**src/rtl/vec_pkg.sv**
```systemverilog
/*
 * Vector unit package
 * Sizes of the lane array and register file, derived widths
 * and the instruction opcode encoding shared by all stages.
 */

`default_nettype none

package vec_pkg;

  ////////////////////////////////////////
  // Sizes
  ////////////////////////////////////////

  // Must stay a power of two
  localparam int unsigned NR_LANES       = 4;
  localparam int unsigned ELEM_W         = 32;
  localparam int unsigned NR_VREGS       = 8;
  localparam int unsigned ELEMS_PER_LANE = 4;
  localparam int unsigned VLMAX          = NR_LANES * ELEMS_PER_LANE;

  ////////////////////////////////////////
  // Derived widths
  ////////////////////////////////////////

  localparam int unsigned VREG_W     = (NR_VREGS > 1) ? $clog2(NR_VREGS) : 1;
  // Holds 0 up to and including VLMAX
  localparam int unsigned VL_W       = $clog2(VLMAX + 1);
  localparam int unsigned ELEM_IDX_W = (ELEMS_PER_LANE > 1) ? $clog2(ELEMS_PER_LANE) : 1;
  localparam int unsigned LANE_ID_W  = (NR_LANES > 1) ? $clog2(NR_LANES) : 1;

  ////////////////////////////////////////
  // Opcodes
  ////////////////////////////////////////

  typedef enum logic [3:0] {
    OP_VSETVL  = 4'd0,
    OP_VADD_VV = 4'd1,
    OP_VSUB_VV = 4'd2,
    OP_VAND_VV = 4'd3,
    OP_VOR_VV  = 4'd4,
    OP_VXOR_VV = 4'd5,
    OP_VADD_VX = 4'd6,
    OP_VMV_V_X = 4'd7,
    OP_VID     = 4'd8,
    // Scalar result ops
    OP_VREDSUM = 4'd9,
    OP_VMV_X_S = 4'd10
  } vec_op_e;

endpackage

`default_nettype wire

```
**src/rtl/vec_dispatcher.sv**
```systemverilog
/*
 * Vector dispatcher
 * Accepts one instruction at a time over valid/ready, keeps the
 * architectural vector length and answers VSETVL directly. All
 * other opcodes are registered and issued to the sequencer.
 */

`timescale 1ns/1ps
`default_nettype none

module vec_dispatcher import vec_pkg::*; (
  input  wire logic              clk_i,
  input  wire logic              rst_i,
  // Instruction port
  input  wire logic              insn_valid_i,
  input  wire vec_op_e           op_i,
  input  wire logic [VREG_W-1:0] vd_i,
  input  wire logic [VREG_W-1:0] vs1_i,
  input  wire logic [VREG_W-1:0] vs2_i,
  input  wire logic [ELEM_W-1:0] scalar_i,
  output logic                   insn_ready_o,
  // Sequencer side
  input  wire logic              seq_busy_i,
  output logic                   issue_valid_o,
  output vec_op_e                issue_op_o,
  output logic [VREG_W-1:0]      issue_vd_o,
  output logic [VREG_W-1:0]      issue_vs1_o,
  output logic [VREG_W-1:0]      issue_vs2_o,
  output logic [ELEM_W-1:0]      issue_scalar_o,
  output logic [VL_W-1:0]        issue_vl_o,
  // VSETVL answer
  output logic                   vl_resp_valid_o,
  output logic [ELEM_W-1:0]      vl_resp_o
);

  logic              accept;
  logic [VL_W-1:0]   vl_q;
  logic [VL_W-1:0]   vl_clamped;
  logic              issue_valid_q;
  logic              vl_resp_valid_q;

  assign insn_ready_o = ~issue_valid_q & ~seq_busy_i;
  assign accept       = insn_valid_i & insn_ready_o;

  // Requested length saturates at VLMAX
  assign vl_clamped = (scalar_i > ELEM_W'(VLMAX)) ? VL_W'(VLMAX) : scalar_i[VL_W-1:0];

  ////////////////////////////////////////
  // Control state and vl register
  ////////////////////////////////////////

  always_ff @(posedge clk_i) begin
    if (rst_i) begin
      issue_valid_q   <= 1'b0;
      vl_resp_valid_q <= 1'b0;
      vl_q            <= VL_W'(VLMAX);
    end else begin
      issue_valid_q   <= accept && (op_i != OP_VSETVL);
      vl_resp_valid_q <= accept && (op_i == OP_VSETVL);
      if (accept && (op_i == OP_VSETVL)) begin
        vl_q <= vl_clamped;
      end
    end
  end

  // Instruction fields
  always_ff @(posedge clk_i) begin
    if (accept) begin
      issue_op_o     <= op_i;
      issue_vd_o     <= vd_i;
      issue_vs1_o    <= vs1_i;
      issue_vs2_o    <= vs2_i;
      issue_scalar_o <= scalar_i;
    end
  end

  assign issue_valid_o   = issue_valid_q;
  assign issue_vl_o      = vl_q;
  assign vl_resp_valid_o = vl_resp_valid_q;
  assign vl_resp_o       = ELEM_W'(vl_q);

endmodule

`default_nettype wire

```
**config.mk**
```make
export PLATFORM = sky130hd
export DESIGN_NAME = vec_dispatcher
export DESIGN_NICKNAME = d
export VERILOG_FILES = /design/src/rtl/vec_pkg.sv /design/src/rtl/vec_dispatcher.sv
export SDC_FILE = /design/constraint.sdc
export NUM_CORES = 1
export LEC_CHECK = 0
export ABC_AREA = 1
export ABC_CLOCK_PERIOD_IN_PS = 1970
export BUFFER_PORTS_ARGS = -buffer_cell sky130_fd_sc_hd__buf_4
export CAP_MARGIN = 25
export CORE_MARGIN = 2
export CORE_UTILIZATION = 30
export DETAILED_ROUTE_END_ITERATION = 7
export REMOVE_ABC_BUFFERS = 1
export SLEW_MARGIN = 20
export SYNTH_ARGS = -nofsm -noshare
export SYNTH_HDL_FRONTEND = slang
export SYNTH_SLANG_ARGS = --single-unit
```
**constraint.sdc**
```tcl
create_clock -name clk_i -period 1.97 [get_ports clk_i]
set_input_delay 0.394 -clock clk_i [delete_from_list [all_inputs] [get_ports clk_i]]
set_output_delay 0.394 -clock clk_i [all_outputs]
set_load 0.01 [all_outputs]
```
# Word level (Yosys, flattened, before mapping)
# Cells that the tools add are included.
[word_totals]
reg_bits = 52
out_inout_bits = 85
elab_cells = 18
input_bits = 49
[classes]
bitwise = 4
magnitude_cmp = 1
n_mux = 1
n_reduce_logical = 4
[ops]
columns = ["operator", "count"]
rows = [
  ["$gt A32 B5 Y1 const B", 1],
  ["$mux W5", 1],
  ["$logic_not A4 Y1", 1],
  ["$reduce_bool A4 Y1", 1],
  ["$and A1 B1 Y1", 2],
  ["$logic_and A1 B1 Y1", 2],
  ["$not A1 Y1", 2],
]

# Logic depth before layout (Yosys ltp)
[logic_depth]
word_depth = 4
mapped_depth = 7
ltp_nobuf = 7

# Worst setup path before layout
# No wires, ideal clock.
[synth_timing]
path_type = "input-to-reg"
startpoint = "input seq_busy_i"
endpoint = "register issue_op_o[0], enable pin"
path_slack_ns = -0.041
setup_ns = 0.400
t_required_ns = 1.570
cell_stages = 3
n_path_buf = 0
arrival_time_ns = 1.611
cell_sequence = "nor2_2 nand2_2 inv_1"
[synth_between]
elab_chain_cells = 3
[synth_lines]
columns = ["item", "line", "source"]
rows = [
  ["start: declaration", "vec_dispatcher.sv:23", "input wire logic seq_busy_i,"],
  ["$not A1 Y1", "vec_dispatcher.sv:42", "assign insn_ready_o = ~issue_valid_q & ~seq_busy_i;"],
  ["$and A1 B1 Y1", "vec_dispatcher.sv:42", ""],
  ["$and A1 B1 Y1", "vec_dispatcher.sv:43", "assign accept = insn_valid_i & insn_ready_o;"],
  ["net accept", "vec_dispatcher.sv:36", "logic accept;"],
  ["end signal: assignment", "vec_dispatcher.sv:69", "issue_op_o <= op_i;"],
  ["end: declaration", "vec_dispatcher.sv:25", "output vec_op_e issue_op_o,"],
]
# The timed path passes the listed nets, and every way through them passes these cells.
# A chain may end at the register's enable or synchronous reset.

# Worst setup path after layout
[layout_timing]
startpoint = "register issue_valid_q (netlist: issue_valid_o)"
endpoint = "register issue_scalar_o[4], enable pin"
[layout_between]
elab_chain_cells = 3
[layout_lines]
columns = ["item", "line", "source"]
rows = [
  ["start: declaration", "vec_dispatcher.sv:39", "logic issue_valid_q;"],
  ["start signal: assignment", "vec_dispatcher.sv:58", "issue_valid_q <= accept && (op_i != OP_VSETVL);"],
  ["$not A1 Y1", "vec_dispatcher.sv:42", ""],
  ["$and A1 B1 Y1", "vec_dispatcher.sv:42", ""],
  ["$and A1 B1 Y1", "vec_dispatcher.sv:43", ""],
  ["net accept", "vec_dispatcher.sv:36", ""],
  ["end signal: assignment", "vec_dispatcher.sv:73", "issue_scalar_o <= scalar_i;"],
  ["end: declaration", "vec_dispatcher.sv:29", "output logic [ELEM_W-1:0] issue_scalar_o,"],
]
# The timed path passes the listed nets, and every way through them passes these cells.

==> reports/results.tsv <==
stage	metric	value	unit
power	finalPower	2210	µW
worst_setup_path	cp_slowest_cell	dfxtp_1	
clock_network	clk_pin_slew_worst_paths	0.09	ns
placed_design	portBuffers	106	
cells_and_area	layout.nets	310	
grt	grt_pass1_vias	1244	
clock_network	htree_levels	2	
routing	via_per_inst	4.04	
timing	period_share	0.674	
logic_synthesis	synth_fa_ha_area_frac	0	
logic_synthesis	syn_avg_cell_area	13.6	µm²
timing	skew	0.00831	ns
timing	fin_tns_setup	0	ns
clock_network	cts_made_buffers	5	
worst_setup_path	reg2reg_depth	4	
timing	rsz0062_at_grt	false	
logic_synthesis	synth_xor_area_frac	0	
timing	maxSlewViolCount	0	
clock_network	clk_latency	0.30	ns
placed_design	pre_cts_ws	0.408	ns
timing	layout_setup_ws	0.643	ns
logic_synthesis	seq_area_frac_synth	0.722	
grt	grt.total_usage	0.109	
worst_setup_path	path_cells	nor2_2 > nand2_2 > inv_2 > buf_4	
routing	wl_met1	1.67	mm
timing	hold_ws	0.267	ns
placed_design	gp_congestion	0.735	
grt	grt_max_degree	29	
power	powerDensity	749	nW/µm²
placed_design	dp_hpwl	3.30	mm
logic_synthesis	ys_ff_latch	52	
worst_setup_path	worstSetupEndpointType	flip-flop	
grt	overflow	0	
logic_synthesis	yosysWarnings	0	
worst_setup_path	cp_data_arrival_time	1.33	ns
timing	min_period	1.33	ns
routing	wl_per_cell	12.5	µm
routing	wl_met3	442	µm
die	core_area	6720	µm²
clock_network	cts_tree	built	
cells_and_area	layout-drive-gt1-share	0.492	
worst_setup_path	crit_path_start	issue_valid_o	
logic_synthesis	synth_top_area_share	0.655	
worst_setup_path	cp.required	1.97	ns
worst_setup_path	critPathTopFamily	buffers and inverters	
logic_synthesis	netlist_top_cells_area	edfxtp_1 65%, buf_4 12%, dfxtp_1 6.8%, nor2_1 4.7%, nand2_1 3.3%	
hold_path	hold_path_class	input pin to flip-flop	
die	pin_count	134	
cells_and_area	fin_util	0.439	
clock_network	cts_resized	0	
logic_synthesis	muxShareOfSynthArea	0	
power	leakagePower	0.00127	µW
run	maxCapViolCount	0	
worst_setup_path	path_class	flip-flop to flip-flop	
die	row_count	30	
routing	drt_pass1_iterations	4	
timing	fmax	753	MHz
logic_synthesis	syn-cell-area	2060	µm²
grt	antenna_found_initial	0	
routing	first_iter_violations	32	
worst_setup_path	cp.buffers_inverters	2	
die	die_y	87.0	µm
worst_setup_path	critical_path_depth	4	
routing	drcViolationCount	0	
grt	grt_pass1_wl	6.15	mm
worst_setup_path	r2r_setup_slack	0.64	ns
routing	top_layer	met4	
cells_and_area	areaGrowthSynthToFinish	43.0	%
die	die_w	87.0	µm
routing	ant_nets	0	
timing	final_hold_viol_count	0	
die	initial_utilization	0.307	
outcome	status	finished clean	
timing	finalSetupViolCount	0	
clock_network	cts_root_buffer	clkbuf_8	
logic_synthesis	synth_top_family_by_area	buffers and inverters	
logic_synthesis	yosys.area.top_type	edfxtp_1	
worst_setup_path	start_kind	flip-flop	
logic_synthesis	synth-simple-area-share	0.118	
clock_network	hold_buffers	0	
routing	via_count	1382	
die	dieArea	7560	µm²
clock_network	cts_buffer_depth	2	
power	ir_worst_vdd	406	µV
cells_and_area	antenna_cells	0	
routing	drt_wl_total	4.28	mm
logic_synthesis	synthDistinctLibCells	18	
worst_setup_path	r2r_end	issue_scalar_o[4]	
clock_network	cts_setup_buffers	0	
worst_setup_path	crit_path_end	issue_scalar_o[4]	
worst_setup_path	cp_slowest_stage_delay	0.33	ns
logic_synthesis	synth-compound-area-share	0.0333	
worst_setup_path	critPathMaxFanout	10	
hold_path	worstHoldStart	vd_i[0]	
clock_network	cts_sinks	52	
worst_setup_path	r2r_start	issue_valid_o	
routing	met2WireLength	2.12	mm
logic_synthesis	syn_inst	152	
## worst min-delay path by stage
stage / slack [ns] / cells after the start / to
6_report: 0.27 / 1 / issue_vd_o[0]
5_1_grt: 0.25 / 1 / issue_vd_o[1]
4_1_cts: 0.25 / 1 / issue_vd_o[1]
3_5_place_dp: 0.51 / 2 / issue_vl_o[4]
3_3_place_gp: 0.50 / 2 / issue_vl_o[4]
2_1_floorplan: 0.47 / 1 / vl_resp_valid_o
## metrics by stage
| stage | cell area, µm² | instances |
|---|---|---|
| floorplan | 1920 | 146 |
| global placement | 2850 | 334 |
| detailed placement | 2850 | 334 |
| CTS | 2950 | 342 |
| global route | 2950 | 342 |
| finish | 2950 | 342 |
## synthesized netlist by cell type
cell and number:
edfxtp_1 45, buf_4 32, nor2_1 26, nand2_1 18
dfxtp_1 7, a21oi_2 5, o21ai_1 4, inv_1 3
nor2_2 3, and2_1 1, conb_1 1, inv_4 1
nand2_2 1, nand3_1 1, nand3_2 1, nor2_4 1
nor2_8 1, o21ai_0 1
## state kept, by name, indices dropped and copies added (netlist names)
signal and flops:
issue_vs2_o 3, issue_scalar_o 32, vl_resp_valid_o 1, issue_vs1_o 3
issue_vl_o 5, issue_op_o 4, issue_vd_o 3, issue_valid_o 1
## routing by layer
metal / vias to the layer above / global-route usage
met2: 88 / 0.186
met5: - / 0
li1: 671 / -
met4: 0 / 0.0384
met3: 4 / 0.0370
met1: 619 / 0.127
## kinds of logic after synthesis
logic type	count (synthesis)
AOI/OAI and AO/OA	10
buffers and inverters	36
DFF	52
other	1
and+or+nand+nor	53
## power breakdown
group          internal (µW)  switching (µW)  total [µW]
combinational            125             125         250
sequential              1250            12.5        1260
clock                    377             327         704
total                   1750             465        2210
## cell type report
type                       instances  area, µm²
clock buffer                       6       72.6
clock inverter                     2       35.0
fill                             665       3770
inverter                           4       17.5
multi-input combinational         90        413
sequential                        52       1490
tap                               80        100
timing repair buffer             108        823
## layout by cell type (no fill, tap or decap), types with 2 or more instances in the layout
cell type,synthesis,final
conb_1,1,27
edfxtp_1,45,45
clkbuf_8,0,5
dfxtp_1,7,7
a21oi_2,5,5
buf_4,32,107
o21ai_1,4,4
nor2_2,3,3
nor2_1,26,26
nand2_1,18,18
inv_1,3,2
(Power assumes the default switching activity.)
