File: src/rtl/vec_pkg.sv
/*
 * Vector unit package
 * Sizes of the lane array and register file, derived widths
 * and the instruction opcode encoding shared by all stages.
 */

`default_nettype none

package vec_pkg;

  ////////////////////////////////////////
  // Sizes
  ////////////////////////////////////////

  // Must stay a power of two
  localparam int unsigned NR_LANES       = 4;
  localparam int unsigned ELEM_W         = 32;
  localparam int unsigned NR_VREGS       = 8;
  localparam int unsigned ELEMS_PER_LANE = 4;
  localparam int unsigned VLMAX          = NR_LANES * ELEMS_PER_LANE;

  ////////////////////////////////////////
  // Derived widths
  ////////////////////////////////////////

  localparam int unsigned VREG_W     = (NR_VREGS > 1) ? $clog2(NR_VREGS) : 1;
  // Holds 0 up to and including VLMAX
  localparam int unsigned VL_W       = $clog2(VLMAX + 1);
  localparam int unsigned ELEM_IDX_W = (ELEMS_PER_LANE > 1) ? $clog2(ELEMS_PER_LANE) : 1;
  localparam int unsigned LANE_ID_W  = (NR_LANES > 1) ? $clog2(NR_LANES) : 1;

  ////////////////////////////////////////
  // Opcodes
  ////////////////////////////////////////

  typedef enum logic [3:0] {
    OP_VSETVL  = 4'd0,
    OP_VADD_VV = 4'd1,
    OP_VSUB_VV = 4'd2,
    OP_VAND_VV = 4'd3,
    OP_VOR_VV  = 4'd4,
    OP_VXOR_VV = 4'd5,
    OP_VADD_VX = 4'd6,
    OP_VMV_V_X = 4'd7,
    OP_VID     = 4'd8,
    // Scalar result ops
    OP_VREDSUM = 4'd9,
    OP_VMV_X_S = 4'd10
  } vec_op_e;

endpackage

`default_nettype wire

File: src/rtl/vec_sequencer.sv
/*
 * Vector sequencer
 * Starts every lane on the issued operation, tracks outstanding
 * lanes in a pending mask and builds the scalar result of
 * VREDSUM and VMV_X_S from the lane results.
 */

`timescale 1ns/1ps
`default_nettype none

module vec_sequencer import vec_pkg::*; (
  input  wire logic                             clk_i,
  input  wire logic                             rst_i,
  // Dispatcher side
  input  wire logic                             issue_valid_i,
  input  wire vec_op_e                          issue_op_i,
  input  wire logic [VREG_W-1:0]                issue_vd_i,
  input  wire logic [VREG_W-1:0]                issue_vs1_i,
  input  wire logic [VREG_W-1:0]                issue_vs2_i,
  input  wire logic [ELEM_W-1:0]                issue_scalar_i,
  input  wire logic [VL_W-1:0]                  issue_vl_i,
  output logic                                  seq_busy_o,
  // Lane side
  input  wire logic [NR_LANES-1:0]              lane_done_i,
  input  wire logic [NR_LANES-1:0][ELEM_W-1:0]  lane_result_i,
  output logic                                  lane_start_o,
  output vec_op_e                               lane_op_o,
  output logic [VREG_W-1:0]                     lane_vd_o,
  output logic [VREG_W-1:0]                     lane_vs1_o,
  output logic [VREG_W-1:0]                     lane_vs2_o,
  output logic [ELEM_W-1:0]                     lane_scalar_o,
  output logic [VL_W-1:0]                       lane_vl_o,
  // Scalar response
  output logic                                  seq_resp_valid_o,
  output logic [ELEM_W-1:0]                     seq_resp_o
);

  logic                 busy_q;
  logic [NR_LANES-1:0]  pending_q;
  logic                 all_done;
  logic                 resp_valid_q;
  vec_op_e              op_q;
  logic [LANE_ID_W-1:0] sel_q;
  logic [ELEM_W-1:0]    resp_q;
  logic [ELEM_W-1:0]    resp_d;

  // Broadcast straight from the issue register
  assign lane_start_o  = issue_valid_i & ~busy_q;
  assign lane_op_o     = issue_op_i;
  assign lane_vd_o     = issue_vd_i;
  assign lane_vs1_o    = issue_vs1_i;
  assign lane_vs2_o    = issue_vs2_i;
  assign lane_scalar_o = issue_scalar_i;
  assign lane_vl_o     = issue_vl_i;

  assign all_done = busy_q && ((pending_q & ~lane_done_i) == '0);

  // Fold in results of lanes reporting this cycle
  always_comb begin
    resp_d = resp_q;
    for (int l = 0; l < NR_LANES; l++) begin
      if (lane_done_i[l] && pending_q[l]) begin
        if (op_q == OP_VREDSUM) begin
          resp_d = resp_d + lane_result_i[l];
        end else if ((op_q == OP_VMV_X_S) && (sel_q == LANE_ID_W'(l))) begin
          resp_d = lane_result_i[l];
        end
      end
    end
  end

  always_ff @(posedge clk_i) begin
    if (rst_i) begin
      busy_q       <= 1'b0;
      pending_q    <= '0;
      resp_valid_q <= 1'b0;
    end else begin
      resp_valid_q <= 1'b0;
      if (lane_start_o) begin
        busy_q    <= 1'b1;
        pending_q <= '1;
      end else if (busy_q) begin
        pending_q <= pending_q & ~lane_done_i;
        if (all_done) begin
          busy_q       <= 1'b0;
          resp_valid_q <= (op_q == OP_VREDSUM) || (op_q == OP_VMV_X_S);
        end
      end
    end
  end

  // Element e sits in lane e mod NR_LANES
  always_ff @(posedge clk_i) begin
    if (lane_start_o) begin
      op_q   <= issue_op_i;
      sel_q  <= LANE_ID_W'(issue_scalar_i % NR_LANES);
      resp_q <= '0;
    end else if (busy_q) begin
      resp_q <= resp_d;
    end
  end

  assign seq_busy_o       = busy_q;
  assign seq_resp_valid_o = resp_valid_q;
  assign seq_resp_o       = resp_q;

endmodule

`default_nettype wire

File: config.mk
export PLATFORM = sky130hd
export DESIGN_NAME = vec_sequencer
export DESIGN_NICKNAME = d
export VERILOG_FILES = /design/src/rtl/vec_pkg.sv /design/src/rtl/vec_sequencer.sv
export SDC_FILE = /design/constraint.sdc
export NUM_CORES = 1
export LEC_CHECK = 0
export BUFFER_PORTS_ARGS = -buffer_cell sky130_fd_sc_hd__buf_2
export CAP_MARGIN = 20
export CORE_ASPECT_RATIO = 0.5
export CORE_MARGIN = 2
export CORE_UTILIZATION = 51
export CTS_CLUSTER_SIZE = 28
export DETAILED_ROUTE_END_ITERATION = 16
export PLACE_DENSITY = 0.76
export REMOVE_ABC_BUFFERS = 1
export SYNTH_ARGS = -nofsm -noshare
export SYNTH_HDL_FRONTEND = slang
export SYNTH_SLANG_ARGS = --single-unit
File: constraint.sdc
create_clock -name clk_i -period 9.36 [get_ports clk_i]
set_input_delay 1.872 -clock clk_i [delete_from_list [all_inputs] [get_ports clk_i]]
set_output_delay 1.872 -clock clk_i [all_outputs]
set_load 0.01 [all_outputs]
# Yosys cells after proc, flatten, opt, wreduce, memory -nomap -nowiden
# Cells that the tools add are included.
# W data, S select, Z words.
[op_classes]
addsub = 4
n_mul = 0
div = 0
n_lt_le_gt_ge = 0
n_eq_ne = 5
shift = 0
muxes = 17
n_bitwise = 5
reduce_logical = 14
[ops]
columns = ["operator", "n"]
rows = [
  ["$mux W32", 12],
  ["$add A32 B32 Y32", 4],
  ["$logic_and A1 B1 Y1", 9],
  ["$eq A4 B4 Y1 const B", 2],
  ["$mux W4", 2],
  ["$and A4 B4 Y4", 1],
  ["$eq A2 B2 Y1 const B", 2],
  ["$logic_not A4 Y1", 1],
  ["$not A4 Y4", 1],
  ["$reduce_or A4 Y1", 1],
  ["$mux W1", 3],
  ["$eq A2 B1 Y1 const B", 1],
  ["$logic_not A2 Y1", 1],
  ["$not A1 Y1", 2],
  ["$reduce_bool A2 Y1", 1],
  ["$and A1 B1 Y1", 1],
  ["$logic_or A1 B1 Y1", 1],
]
[totals]
register_bits = 44
latchBits = 0
ramBits = 0
romBits = 0
inputBits = 185
out_inout_bits = 85
elab_cells = 51
n_memories = 0

# Depth between registers and ports, before layout
[logic_depth]
ltp_word = 14
depth_mapped = 46
ltp_nobuf = 46

# Worst setup path after synthesis
# No wires, ideal clock.
[synth_path]
path_type = "input port to flip-flop"
from = "in lane_result_i[0] (netlist bit)"
to = "reg resp_q[31], in the netlist seq_resp_o[31]"
setup_ps = 122
arrival_time_ps = 9389
required_ps = 9238
path_slack_ps = -151
cell_stages = 42
path_buffers = 0
path_cell_list = "ha_1 -> fa_1 -> a21o_1 -> a21o_1 -> a31oi_1 -> o21ai_0 -> xor2_1 -> a22oi_1 -> o21ai_0 -> ha_1 -> a211oi_2 -> o21ai_1 -> a2111o_1 -> o211ai_1 -> nor2b_1 -> o21bai_1 -> a21oi_1 -> xnor2_1 -> [... 6 more ...] -> a21oi_1 -> o31ai_1 -> xnor2_1 -> o21ai_0 -> a21o_1 -> ha_1 -> a21o_1 -> a21o_1 -> a21o_1 -> a21o_1 -> a21o_1 -> a21o_1 -> a21oi_1 -> o21a_1 -> nand4_1 -> or4_1 -> nand3_1 -> o21ai_1"
[synth_via]
elab_chain_len = 12
elab_cells_between_ends = 16
cone_classes = "add/sub: 4; mux: 12"
[synth_rtl]
columns = ["element", "line_no", "rtl"]
rows = [
  ["start, declared", "vec_sequencer.sv:25", "input wire logic [NR_LANES-1:0][ELEM_W-1:0] lane_result_i,"],
  ["$add A32 B32 Y32 or $mux W32 (tied branches)", "vec_sequencer.sv:64, vec_sequencer.sv:65", ""],
  ["$mux W32 (*)", "vec_sequencer.sv:63", "if (op_q == OP_VREDSUM) begin"],
  ["$mux W32 (*)", "vec_sequencer.sv:62", "if (lane_done_i[l] && pending_q[l]) begin"],
  ["$add A32 B32 Y32 or $mux W32 (tied branches)", "vec_sequencer.sv:64, vec_sequencer.sv:65", ""],
  ["$mux W32", "vec_sequencer.sv:63", ""],
  ["$mux W32 (*)", "vec_sequencer.sv:62", ""],
  ["$add A32 B32 Y32 or $mux W32 (tied branches)", "vec_sequencer.sv:64, vec_sequencer.sv:65", ""],
  ["$mux W32", "vec_sequencer.sv:63", ""],
  ["$mux W32 (*)", "vec_sequencer.sv:62", ""],
  ["$add A32 B32 Y32 or $mux W32 (tied branches)", "vec_sequencer.sv:64, vec_sequencer.sv:65", ""],
  ["$mux W32", "vec_sequencer.sv:63", ""],
  ["$mux W32 (*)", "vec_sequencer.sv:62", ""],
  ["end signal, assigned", "vec_sequencer.sv:99", "resp_q <= resp_d;"],
  ["end, declared", "vec_sequencer.sv:44", "logic [ELEM_W-1:0] resp_q;"],
]
# Every way passes the cells marked *; elsewhere a longest branch is shown, timed or not.
# A chain may end at the register's enable or synchronous reset.

# Final worst setup path
# Same ends and word-level chain as after synthesis.

==> summary.txt <==
Nets -> 2,326
Final Setup Violations -> 6
Number of I/O port buffers -> 181
Power density over the cells -> 86.01 mW/mm^2
Layout Area Growth over Synthesis -> 43.35%
Slowest cell on the critical path -> or4_1
Synth cell types -> 88
Initial Util -> 0.5231
Origin of the critical flop-to-flop path -> op_q[0]$_DFFE_PP_
Total negative slack -> -1.640 ns
Post-DP HPWL -> 43,620 um
Busiest grt layer -> met2
CP endpoint kind -> register
Crit path max fanout -> 3
CP Class -> input port to register
# DRC -> 0
GR Util met2 -> 0.6673
Die Ht -> 106.9 um
Post-synth EDFFs -> 6
Synth warnings -> 0
GRT overflow -> 0
Syn Inst Count -> 1,540
Pin count of the biggest net entering global routing -> 40
RD Place Congestion -> 1.049
Row count -> 37
Met3 usage -> 0.1837
Fin. max-slew vios -> 0
FMAX -> 101.8 MHz
Final Util -> 0.7499
I/O Pins -> 270
Minimum clock period -> 9.823 ns
Syn_area_per_cell -> 7.014 sq um
Non-Filler Instances -> 2,278
Synth async-reset ratio -> 0
Placed cells -> 2,248
All-Layer GR Usage -> 0.4684
Initial antenna violation count -> 1
Lkg Pwr -> 7.579 nW
CTS tree -> done
DR iter-0 viols -> 2,320
CTS Buf Count -> 5
Die X -> 209.8 um
Worst slew margin -> 0.2847
Hold_sp -> pending_q[3]$_SDFFE_PP0P_
Ant diodes -> 0
Layout Skew -> 0.01165 ns
Max incr delay on CP -> 0.42 ns
CTS sink cnt -> 44
Worst Setup Slack, final -> -0.4630 ns
DR vias -> 15,568
Wire per inst -> 25.32 um
Startpoint Class -> input port
CTS Buffer Depth -> 2
Worst R2R Setup Slack -> 0.50 ns
Data arrival, critical path -> 10.01 ns
Drt pass-1 iters -> 8
Total of max-cap violations -> 0
Worst EP required -> 9.54 ns
Sequential area share after synthesis -> 0.08711
Status -> finished with violations
RSZ-0062 raised after global routing -> yes
Avg Vias per Cell -> 6.834
Core Region -> 0.02065 sq mm
Clk_lat worst skew -> 0.30 ns
Tightest Pin Transition -> 1.070 ns
# hold bufs at CTS -> 0
Vias in the first global route -> 14,147
Fin crit share -> 1.049
Clk root buf -> clkbuf_16
Most frequent CP cell -> a21o_1
Commonest non-fill, non-tap cell in the layout -> buf_4
Layout cells sized above 1 -> 0.3810
Reg2Reg Depth -> 45
Fin. Hold Viols -> 0
Post-route ant nets -> 0
Hold Crit Depth -> 2
R2r endpoint -> seq_resp_o[31]$_SDFFE_PP0P_
Commonest non-fill, non-tap cells in the layout -> buf_4, buf_2, nor2_1
Clk slew on worst S/H paths -> 0.07 ns
Die area -> 0.02243 sq mm
Peak supply drop -> 0.1223 mV
Synthesized area -> 0.01080 sq mm
M1 GR Usage -> 0.6394
Total wire length -> 57,690 um
Hold path endpoint -> pending_q[3]$_SDFFE_PP0P_
Synthesis-stage register bit count -> 44
Tightest Hold Check Type -> register to register
Global-route wire length before repair -> 80,230 um
Violated checks -> negative setup slack
Primary FF master, synth -> dfxtp_1
CTS H-Tree Depth -> 2
==> how the worst max path moves through the flow <==
stage / start / to / slack, ns / depth (start not counted)
detailed placement: lane_result_i[0] / seq_resp_o[31]$_SDFFE_PP0P_ / -1.01 / 45
finish: lane_result_i[0] / seq_resp_o[31]$_SDFFE_PP0P_ / -0.46 / 48
CTS: lane_result_i[0] / seq_resp_o[31]$_SDFFE_PP0P_ / -0.17 / 45
global route: lane_result_i[0] / seq_resp_o[31]$_SDFFE_PP0P_ / -0.79 / 48
floorplan: op_q[2]$_DFFE_PP_ / seq_resp_o[31]$_SDFFE_PP0P_ / -1.32 / 39
global placement: lane_result_i[0] / seq_resp_o[31]$_SDFFE_PP0P_ / -0.71 / 45
==> logic make-up (layout without fill, tap and decap cells) <==
family | after synthesis | count (layout) | synth area share
compound gates | 659 | 659 | 0.4066
simple gates | 459 | 459 | 0.1948
buf+inv | 138 | 603 | 0.06556
fa+ha+maj | 137 | 137 | 0.1615
xor+xnor | 96 | 96 | 0.07784
flops | 44 | 44 | 0.08711
mux | 7 | 7 | 0.006603
==> routing by layer <==
layer,wire (um),up-vias,part of all wire
met2,22590,1285,0.39
met4,2325,6,0.040
met3,9468,283,0.16
li1,-,6689,-
met1,23100,7305,0.40
met5,195,-,0.0034
==> layout make-up <==
| type | instances | area [sq um] |
|---|---|---|
| Fill cell | 1607 | 5164 |
| Clock inverter | 2 | 60.06 |
| Multi-Input combinational cell | 1358 | 10080 |
| Sequential cell | 44 | 940.9 |
| Timing Repair Buffer | 563 | 3814 |
| Tap cell | 273 | 341.6 |
| Clock buffer | 6 | 128.9 |
| Inverter | 32 | 120.1 |
==> critical path, delay by kind of cell <==
family                     cells  cell delay, ns
AOI/OAI and AO/OA             27            4.15
adders and majority gates      5            1.55
buffers and inverters          7            1.04
and+or+nand+nor                6            1.03
xor gates and xnor gates       3            0.38
==> synth_stat cells (21+ instances only) <==
library cell	count	area [sq um]
nand2_1	154	578.1
dfxtp_1	38	760.7
inv_1	32	120.1
nor3_1	23	115.1
o21ai_0	118	590.6
clkbuf_1	48	180.2
ha_1	133	1664
xnor2_1	62	543.0
xor2_1	34	297.8
o21a_1	36	270.3
a211oi_1	22	165.2
buf_4	50	375.4
nand3_1	21	105.1
a21oi_1	158	790.8
a21o_1	60	450.4
nor2_1	159	596.8
o22ai_1	48	300.3
a22oi_1	31	232.7
==> flip-flops by register name, summed over array words and instances, names as in the netlist <==
register / flops
seq_resp_o: 32
pending_q: 4
seq_busy_o: 1
sel_q: 2
seq_resp_valid_o: 1
op_q: 4
==> power by group <==
part	total, mW	leakage (nW)	internal, mW	switching, mW
clock network	0.234	0.0911	0.153	0.0808
registers	0.228	0.366	0.203	0.0256
logic	0.869	7.12	0.403	0.466
total	1.33	7.58	0.760	0.572
==> timing repair <==
action                     in CTS  in global routing
cloned                          0                  0
setup endpoints to repair      12                 16
resized for setup              65                151
pin swaps                      20                100
buffers inserted               10                 13
==> metrics by stage <==
step	instance area, sq um	total power [mW]	worst slack (ns)	hold WS (ns)
3_3_place_gp	14190	0.9266	-0.7091	0.5032
4_1_cts	14720	1.213	-0.1697	0.5603
3_5_place_dp	14190	0.9498	-1.010	0.5274
5_1_grt	15480	1.382	-0.7865	0.5778
6_report	15480	1.332	-0.4630	0.5614
2_1_floorplan	10210	0.6130	-1.317	0.4819
Note: power is estimated with default switching activity, not from simulation.
