--- config.mk ---
export PLATFORM = sky130hd
export DESIGN_NAME = vec_lane
export DESIGN_NICKNAME = d
export VERILOG_FILES = /design/src/rtl/vec_pkg.sv /design/src/rtl/vec_lane.sv
export SDC_FILE = /design/constraint.sdc
export NUM_CORES = 2
export LEC_CHECK = 0
export BUFFER_PORTS_ARGS = -buffer_cell sky130_fd_sc_hd__buf_2
export CORE_MARGIN = 5
export CORE_UTILIZATION = 48
export DETAILED_ROUTE_END_ITERATION = 10
export GPL_TIMING_DRIVEN = 0
export SLEW_MARGIN = 20
export SYNTH_ARGS = -nofsm -noshare
export SYNTH_HDL_FRONTEND = slang
export SYNTH_SLANG_ARGS = --single-unit
--- constraint.sdc ---
create_clock -name clk_i -period 15.05 [get_ports clk_i]
set_input_delay 3.01 -clock clk_i [delete_from_list [all_inputs] [get_ports clk_i]]
set_output_delay 3.01 -clock clk_i [all_outputs]
set_load 0.05 [all_outputs]
--- src/rtl/vec_pkg.sv ---
/*
 * Vector unit package
 * Sizes of the lane array and register file, derived widths
 * and the instruction opcode encoding shared by all stages.
 */

`default_nettype none

package vec_pkg;

  ////////////////////////////////////////
  // Sizes
  ////////////////////////////////////////

  // Must stay a power of two
  localparam int unsigned NR_LANES       = 4;
  localparam int unsigned ELEM_W         = 32;
  localparam int unsigned NR_VREGS       = 8;
  localparam int unsigned ELEMS_PER_LANE = 4;
  localparam int unsigned VLMAX          = NR_LANES * ELEMS_PER_LANE;

  ////////////////////////////////////////
  // Derived widths
  ////////////////////////////////////////

  localparam int unsigned VREG_W     = (NR_VREGS > 1) ? $clog2(NR_VREGS) : 1;
  // Holds 0 up to and including VLMAX
  localparam int unsigned VL_W       = $clog2(VLMAX + 1);
  localparam int unsigned ELEM_IDX_W = (ELEMS_PER_LANE > 1) ? $clog2(ELEMS_PER_LANE) : 1;
  localparam int unsigned LANE_ID_W  = (NR_LANES > 1) ? $clog2(NR_LANES) : 1;

  ////////////////////////////////////////
  // Opcodes
  ////////////////////////////////////////

  typedef enum logic [3:0] {
    OP_VSETVL  = 4'd0,
    OP_VADD_VV = 4'd1,
    OP_VSUB_VV = 4'd2,
    OP_VAND_VV = 4'd3,
    OP_VOR_VV  = 4'd4,
    OP_VXOR_VV = 4'd5,
    OP_VADD_VX = 4'd6,
    OP_VMV_V_X = 4'd7,
    OP_VID     = 4'd8,
    // Scalar result ops
    OP_VREDSUM = 4'd9,
    OP_VMV_X_S = 4'd10
  } vec_op_e;

endpackage

`default_nettype wire

--- src/rtl/vec_lane.sv ---
/*
 * Vector lane
 * Holds one slice of every vector register and an integer ALU.
 * After a start it walks its local elements one per cycle,
 * writing active elements of vd and forming a partial scalar.
 */

`timescale 1ns/1ps
`default_nettype none

module vec_lane import vec_pkg::*; (
  input  wire logic                 clk_i,
  input  wire logic                 rst_i,
  input  wire logic [LANE_ID_W-1:0] lane_id_i,
  // Broadcast from the sequencer
  input  wire logic                 start_i,
  input  wire vec_op_e              op_i,
  input  wire logic [VREG_W-1:0]    vd_i,
  input  wire logic [VREG_W-1:0]    vs1_i,
  input  wire logic [VREG_W-1:0]    vs2_i,
  input  wire logic [ELEM_W-1:0]    scalar_i,
  input  wire logic [VL_W-1:0]      vl_i,
  // Completion
  output logic                      done_o,
  output logic [ELEM_W-1:0]         result_o
);

  localparam logic [ELEM_IDX_W-1:0] LAST_IDX = ELEM_IDX_W'(ELEMS_PER_LANE - 1);

  // Register file slice
  logic [ELEM_W-1:0]     vrf_q [NR_VREGS][ELEMS_PER_LANE];

  logic                  busy_q;
  logic [ELEM_IDX_W-1:0] idx_q;
  vec_op_e               op_q;
  logic [VREG_W-1:0]     vd_q;
  logic [VREG_W-1:0]     vs1_q;
  logic [VREG_W-1:0]     vs2_q;
  logic [ELEM_W-1:0]     scalar_q;
  logic [VL_W-1:0]       vl_q;
  logic [ELEM_W-1:0]     acc_q;
  logic [ELEM_W-1:0]     acc_d;
  logic [ELEM_W-1:0]     opa;
  logic [ELEM_W-1:0]     opb;
  logic [ELEM_W-1:0]     alu_res;
  logic                  alu_wr;
  logic [VL_W-1:0]       gidx;
  logic                  active;
  logic [ELEM_IDX_W-1:0] tgt_idx;

  // Global element index of the current local slot
  assign gidx    = VL_W'(idx_q) * VL_W'(NR_LANES) + VL_W'(lane_id_i);
  assign active  = gidx < vl_q;
  assign tgt_idx = ELEM_IDX_W'(scalar_q / NR_LANES);

  assign opa = vrf_q[vs1_q][idx_q];
  assign opb = vrf_q[vs2_q][idx_q];

  ////////////////////////////////////////
  // ALU
  ////////////////////////////////////////

  always_comb begin
    alu_wr  = 1'b1;
    alu_res = '0;
    acc_d   = acc_q;
    case (op_q)
      OP_VADD_VV: alu_res = opb + opa;
      OP_VSUB_VV: alu_res = opb - opa;
      OP_VAND_VV: alu_res = opb & opa;
      OP_VOR_VV:  alu_res = opb | opa;
      OP_VXOR_VV: alu_res = opb ^ opa;
      OP_VADD_VX: alu_res = opb + scalar_q;
      OP_VMV_V_X: alu_res = scalar_q;
      OP_VID:     alu_res = ELEM_W'(gidx);
      OP_VREDSUM: begin
        alu_wr = 1'b0;
        if (active) begin
          acc_d = acc_q + opb;
        end
      end
      OP_VMV_X_S: begin
        alu_wr = 1'b0;
        // Element read ignores vl
        if (idx_q == tgt_idx) begin
          acc_d = opb;
        end
      end
      default: alu_wr = 1'b0;
    endcase
  end

  always_ff @(posedge clk_i) begin
    if (rst_i) begin
      busy_q <= 1'b0;
      idx_q  <= '0;
    end else if (start_i) begin
      busy_q <= 1'b1;
      idx_q  <= '0;
    end else if (busy_q) begin
      idx_q <= idx_q + 1'b1;
      if (idx_q == LAST_IDX) begin
        busy_q <= 1'b0;
      end
    end
  end

  // Operation fields and partial scalar
  always_ff @(posedge clk_i) begin
    if (start_i) begin
      op_q     <= op_i;
      vd_q     <= vd_i;
      vs1_q    <= vs1_i;
      vs2_q    <= vs2_i;
      scalar_q <= scalar_i;
      vl_q     <= vl_i;
      acc_q    <= '0;
    end else if (busy_q) begin
      acc_q <= acc_d;
    end
  end

  // Tail elements stay undisturbed
  always_ff @(posedge clk_i) begin
    if (busy_q && alu_wr && active) begin
      vrf_q[vd_q][idx_q] <= alu_res;
    end
  end

  assign done_o   = busy_q && (idx_q == LAST_IDX);
  assign result_o = acc_d;

endmodule

`default_nettype wire

== Yosys cells after proc, flatten, opt, wreduce, memory -nomap -nowiden ==
Memories as Yosys holds them, arrays and structs flattened. A register that Yosys moved wholly into a read port is not among the register bits.
Cells that the tools add are included.

* Add/sub/neg operators: 6
* $mul: 0
* Divide/modulo/power cells: 0
* $lt $le $gt $ge: 3
* Equal/unequal tests: 12
* Shifts and indexed selects: 0
* Mux-type cells: 20
* Bitwise logic cells: 4
* Reduce and logical (&&, ||, !) cells: 6

{| class="wikitable"
|+ Operator list
! cell !! count
|-
| 32-bit case mux with 8 select lines || 1
|-
| 32-bit two-way mux || 7
|-
| 32-bit binary-select mux with 2-bit select || 2
|-
| 128-bit two-way mux || 1
|-
| 32-bit adder || 3
|-
| 32-bit demux with 2-bit select || 1
|-
| 32-bit case mux with 2 select lines || 1
|-
| 32-bit AND || 1
|-
| 32-bit OR || 1
|-
| 32-bit subtractor || 1
|-
| 32-bit XOR || 1
|-
| 4-bit by 3-bit == test with 1-bit output (second input constant) || 4
|-
| 4-bit == test (second input constant) || 3
|-
| 4-bit by 2-bit == test with 1-bit output (second input constant) || 2
|-
| 8-bit OR reduction || 1
|-
| 3-bit two-way mux || 2
|-
| 4-bit by 2-bit adder with 5-bit output || 1
|-
| 5-bit < comparator || 1
|-
| 1-bit two-way mux || 5
|-
| 4-bit by 1-bit == test with 1-bit output (second input constant) || 1
|-
| 1-bit logical AND || 4
|-
| 3-bit >= comparator (second input constant) || 1
|-
| 3-bit by 1-bit < comparator with 1-bit output (second input constant) || 1
|-
| 2-bit inverter with 3-bit output || 1
|-
| other kinds (4) || 4
|}

* Bits in registers: 85
* Latch bits: 0
* Bits in writable memories: 1,024
* Memory bits (read-only): 0
* Input bits: 55
* Output and inout bits: 33
* Memories: 1

{| class="wikitable"
|+ Memories
! name !! depth !! bits a word !! rd ports !! clocked after Yosys merged registers in !! wr ports !! line !! RTL
|-
| vrf_q || 8 || 128 || 2 || 2 || 1 || vec_lane.sv:31 || <nowiki>logic [ELEM_W-1:0] vrf_q [NR_VREGS][ELEMS_PER_LANE];</nowiki>
|}

== Longest topological paths before layout ==
* Depth in word-level cells: 7
* Depth in mapped cells: 31
* Depth with buffers taken out: 26

== Least setup slack after synthesis ==
OpenSTA, ideal clock, no wires.

* Path type: flip-flop to output port
* Start: register idx_q[0]
* End: output result_o[24]
* Arrival: 6.494 ns
* Slack: 5.546 ns
* Cell stages (with the launch flop): 21
* Buffers on the path: 5
* Path through: dfxtp_1 -> clkbuf_1 -> buf_2 -> buf_2 -> buf_1 -> buf_1 -> mux4_2 -> mux2i_1 -> inv_1 -> ha_1 -> a21o_1 -> a21o_1 -> a2111oi_0 -> o21ai_0 -> nand2_1 -> nor3_1 -> a211oi_1 -> o21ai_0 -> a21oi_1 -> xor2_1 -> o21ai_0

* Cells in the longest elaborated chain, start to end: 7

{| class="wikitable"
|+ Ends and longest elaborated chain
! what !! line !! RTL
|-
| start: declaration || vec_lane.sv:34 || <nowiki>logic [ELEM_IDX_W-1:0] idx_q;</nowiki>
|-
| start signal: assignment || vec_lane.sv:101 || <nowiki>idx_q <= idx_q + 1'b1;</nowiki>
|-
| 2-bit inverter with 3-bit output (implied by the code) || vec_lane.sv:57 || <nowiki>assign opb = vrf_q[vs2_q][idx_q];</nowiki>
|-
| 32-bit binary-select mux with 2-bit select || vec_lane.sv:57 ||
|-
| 32-bit two-way mux (implied by the code) (2 in series) || vec_lane.sv:57 ||
|-
| 32-bit adder || vec_lane.sv:79 || <nowiki>acc_d = acc_q + opb;</nowiki>
|-
| 32-bit two-way mux || vec_lane.sv:78 || <nowiki>if (active) begin</nowiki>
|-
| 32-bit case mux with 2 select lines (*) || vec_lane.sv:67 || <nowiki>case (op_q)</nowiki>
|-
| end: declaration || vec_lane.sv:25 || <nowiki>output logic [ELEM_W-1:0] result_o</nowiki>
|}

Every way passes the cells marked *; elsewhere a longest branch is shown, timed or not. The select of a mux whose other input is x is not followed.

== Worst setup path after layout ==
Same ends and word-level chain as after synthesis.

==> results summary <==
The flow ran to the end, and the final reports show no timing, DRC or antenna violations. Among all stages on the critical path, the largest delay is contributed by sky130_fd_sc_hd__mux2i_1. The clock period could shrink to 13.06 ns. The number of standard cells in the final layout excluding fillers came out at 5433. The number of nets in the layout is 3987. The gate count after technology mapping came out at 3468. The end-of-flow core utilization is 56.3%. Setup repair after global routing left no endpoint under its margin.

The sum of negative setup slack is 0 ns. Among all flip-flop cells after synthesis, the most frequent one is sky130_fd_sc_hd__edfxtp_1. Fill cells in the final layout number 9137. STA classifies the critical path endpoint as a primary output.

The net count after synthesis came out at 3665. For this run the aggregate overflow at the end of global routing stands at 0. The reported leakage power is 22.8 nW. The final weighted congestion in routability-driven placement is 0.983. In this run the worst hold path is classified as flip-flop to flip-flop. In this run the clock root is driven by a sky130_fd_sc_hd__clkbuf_16. The number of buffers inserted by post-CTS setup repair is 0.

The worst reg-to-reg setup slack is 5.34 ns. The max-slew headroom at the worst pin came out at 12.7%. The pre-CTS worst setup slack came out at 3.23 ns.

For this run, the number of Yosys warnings is 0. The largest total area in the synthesized netlist belongs to sky130_fd_sc_hd__edfxtp_1. The destination of the critical timing path is result_o[24].

The count of standard-cell rows came out at 126. The number of cells on the worst reg-to-reg path came out at 26. The wire length of the first global-routing pass is 309 mm. The number of maximum-capacitance violations is 0. A synthesized cell averages 16.5 sq um. The kind of cell with the highest combined delay along the critical path is buffers and inverters.

The count of final max-slew check failures came out at 0. The longest individual stage delay on the worst path is 0.95 ns. The highest achievable clock rate is 76.6 MHz.

Ranked by instance count, the synthesized netlist is headed by sky130_fd_sc_hd__edfxtp_1, sky130_fd_sc_hd__mux4_2, sky130_fd_sc_hd__mux2i_1. The initial DRC count came out at 6373. The worst-case vdd ir drop came out at 0.104 mV. The cell that appears most often on the critical path is sky130_fd_sc_hd__buf_2.

Clock-pin slew was measured on the worst setup and hold paths at 0.06 ns. The distinct cell type count of the synthesized netlist came out at 90. In this run the worst setup path begins at idx_q[0].

The required time of the critical path came out at 12.04 ns. In the routed design, unresolved DRC markers number 0. The slew at the pin closest to its max-slew limit came out at 1.31 ns. The top fanout value on the critical path is 10. STA classifies the critical path startpoint as a flip-flop.

The type of the worst setup path is flip-flop to primary output. The mean number of vias per cell is 7.24. The number of enable-type register cells in the synthesized netlist came out at 1074. The initial utilization of the core area, before any placement, comes to 48.3%. The total power per unit cell area came out at 128 mW/mm^2.

The maximum level of the CTS H-tree is 3. The number of antenna violations at the first check in global routing came to 8. The worst register-to-register path ends at vrf_q[5][93]. The deepest clock path buffer count came out at 3. The number of hold buffers added after CTS was 0. After layout, the worst setup slack is 1.99 ns.

The post-route standard cell area excluding fillers is 0.0665 sq mm. In this run the remaining antenna-violating nets after routing total 0. The number of setup violations in the final report is 0. In the post-synthesis netlist, the biggest area contributors are sky130_fd_sc_hd__edfxtp_1, sky130_fd_sc_hd__mux4_2, sky130_fd_sc_hd__mux2i_1, sky130_fd_sc_hd__ha_1, sky130_fd_sc_hd__a22oi_1. The combined area of all synthesized cells is 0.0571 sq mm. The clock arrives with 0.0573 ns of skew. The later-pin clock latency in the skew report is 0.77 ns. The number of ports placed on the die boundary is 88. The wire length per cell is 41.9 microns. The post-detailed-routing wire length is 228 mm. The number of cells after detailed placement is 5208.

The signal on the critical path passes through clkbuf_1 -> buf_2 -> buf_2 -> buf_2 -> buf_2 -> mux4_2 -> mux2i_1 -> inv_1 -> ha_1 -> a21o_1 -> a21o_1 -> a2111oi_0 -> o21ai_0 -> nand2_1 -> nor3_1 -> a211oi_1 -> o21ai_0 -> a21oi_1 -> xor2_1 -> o21ai_0 -> buf_2. Sequential elements use 58.0% of the synthesized area. The number of global-route vias before repair is 37800.

The fraction of layout instances using a drive strength above 1 is 29.0%. The number of detailed-route iterations in the first pass came out at 8. The overall fraction of global-route tracks in use is 35.8%. In this run the standard cell core region covers 0.118 sq mm. The synthesis-stage register bit count is 1115. TritonCTS built the clock tree. The most frequently used cell type in the post-synthesis netlist is sky130_fd_sc_hd__edfxtp_1. The number of gates resized after cts came out at 0.

The arrival time at the worst endpoint came out at 10.05 ns. The clock buffer count from CTS came out at 116. The post-detailed-placement cell area came out at 0.0625 sq mm. Summed over its instances, the top area cell type makes up 56.5% of the synthesized netlist area. The total number of vias came out at 39300.

The HPWL after detailed placement is 164 mm. The count of buffers from port buffering is 87. The number of endpoints with negative hold slack in the final report came out at 0. The die outline height came out at 355 microns. From synthesis to final layout, the design area changed by 16.5%.

The clock drives 1115 sinks. The floorplan step defined a die boundary enclosing 0.126 sq mm. The fraction of synthesis flops using an asynchronous set or reset pin came out at 0%.

After layout, the worst path uses 86.8% of the clock period. The number of stages on the worst setup path is 21. The combined buffer and inverter count along the critical path is 7. Entering global routing, the biggest net connects 53 pins.

The die is 355 microns wide.
==> sequential cells by signal (all words and copies together) (netlist names), named ones only <==
register  count
vl_q          5
op_q          4
busy_q        1
acc_q        32
scalar_q     32
idx_q         2
vs2_q         3
vd_q          3
vs1_q         3
vrf_q      1024
==> layout by cell type, fill, tap and decap left out, types with 13 or more instances in the layout <==
cell type / instances
sky130_fd_sc_hd__inv_1: 84
sky130_fd_sc_hd__buf_4: 17
sky130_fd_sc_hd__xnor2_1: 34
sky130_fd_sc_hd__o21ai_0: 95
sky130_fd_sc_hd__nor2_4: 33
sky130_fd_sc_hd__o22ai_1: 13
sky130_fd_sc_hd__o21ai_4: 20
sky130_fd_sc_hd__a22oi_1: 134
sky130_fd_sc_hd__nand3_1: 73
sky130_fd_sc_hd__and2_1: 27
sky130_fd_sc_hd__buf_12: 58
sky130_fd_sc_hd__clkbuf_1: 107
sky130_fd_sc_hd__a21o_1: 36
sky130_fd_sc_hd__nand2_1: 155
sky130_fd_sc_hd__buf_6: 21
sky130_fd_sc_hd__buf_1: 14
sky130_fd_sc_hd__xor2_1: 28
sky130_fd_sc_hd__a211oi_1: 16
sky130_fd_sc_hd__o21a_1: 15
sky130_fd_sc_hd__ha_1: 140
sky130_fd_sc_hd__clkinv_1: 25
sky130_fd_sc_hd__nand2b_1: 14
sky130_fd_sc_hd__a221oi_1: 14
sky130_fd_sc_hd__clkbuf_16: 116
sky130_fd_sc_hd__mux4_2: 508
sky130_fd_sc_hd__mux2i_1: 194
sky130_fd_sc_hd__clkbuf_2: 39
sky130_fd_sc_hd__buf_2: 148
sky130_fd_sc_hd__a21oi_1: 108
sky130_fd_sc_hd__nor3_1: 30
sky130_fd_sc_hd__clkinv_2: 23
sky130_fd_sc_hd__edfxtp_1: 1074
sky130_fd_sc_hd__dfxtp_1: 41
sky130_fd_sc_hd__o211ai_1: 16
sky130_fd_sc_hd__nor2b_1: 19
sky130_fd_sc_hd__buf_16: 43
sky130_fd_sc_hd__bufinv_16: 15
sky130_fd_sc_hd__nor2_1: 99
sky130_fd_sc_hd__a22o_1: 13
sky130_fd_sc_hd__clkinvlp_4: 13
==> routing by layer <==
metal	global-route usage, %	share of wire, %	up-vias
met4	18.7	6.7	4
li1	-	-	15000
met2	53.8	44	3185
met1	47.1	36	20400
met5	0	0.011	-
met3	11.1	14	654
==> through the flow <==
| stage | hold slack, ns | power, mW |
|---|---|---|
| 6_report | 0.478 | 8.50 |
| 3_3_place_gp | 0.457 | 5.37 |
| 2_1_floorplan | 0.449 | 4.76 |
| 4_1_cts | 0.478 | 8.45 |
| 3_5_place_dp | 0.466 | 5.50 |
| 5_1_grt | 0.504 | 8.71 |
==> power by group <==
group / total (mW) / switching, mW / internal, mW
clock network: 3.00 / 1.31 / 1.70
registers: 3.65 / 0.0268 / 3.63
logic: 1.84 / 1.20 / 0.642
total: 8.50 / 2.54 / 5.97
==> worst min-delay path by stage <==
stage,start,to,cells past startpoint
2_1_floorplan,vs1_q[0],flip-flop,1
3_3_place_gp,vs2_q[0],flip-flop,1
3_5_place_dp,vs1_q[1],flip-flop,1
4_1_cts,vs2_q[2],flip-flop,1
5_1_grt,vs1_q[1],flip-flop,1
6_report,vs2_q[2],flip-flop,1
==> cell type report <==
cell class              instances  area (sq um)  share of cell area [%]
plain buffers                 230          1160                    1.75
flip-flops and latches       1115         33100                    49.8
inverters                      90           338                   0.508
well taps                    1536          1920                    2.89
clock inverters                85           933                    1.40
multi-input cells            2033         23100                    34.8
clock buffers                 135          3000                    4.52
diodes                          5          12.5                  0.0188
repair buffers                204          2920                    4.40
==> kinds of logic (layout without fill, tap and decap cells) <==
kind of cell               after synthesis  count (layout)  synth area share (%)
DFF                                   1115            1115                  58.0
muxes                                  722             722                  24.0
AOI/OAI and AO/OA                      584             584                  6.94
and+or+nand+nor                        523             523                  4.51
buffers and inverters                  320             744                  2.48
adders and majority gates              142             142                  3.14
xor gates and xnor gates                62              62                 0.952
other                                    0               5                     0
No activity file was read; power rests on OpenSTA's default activity.
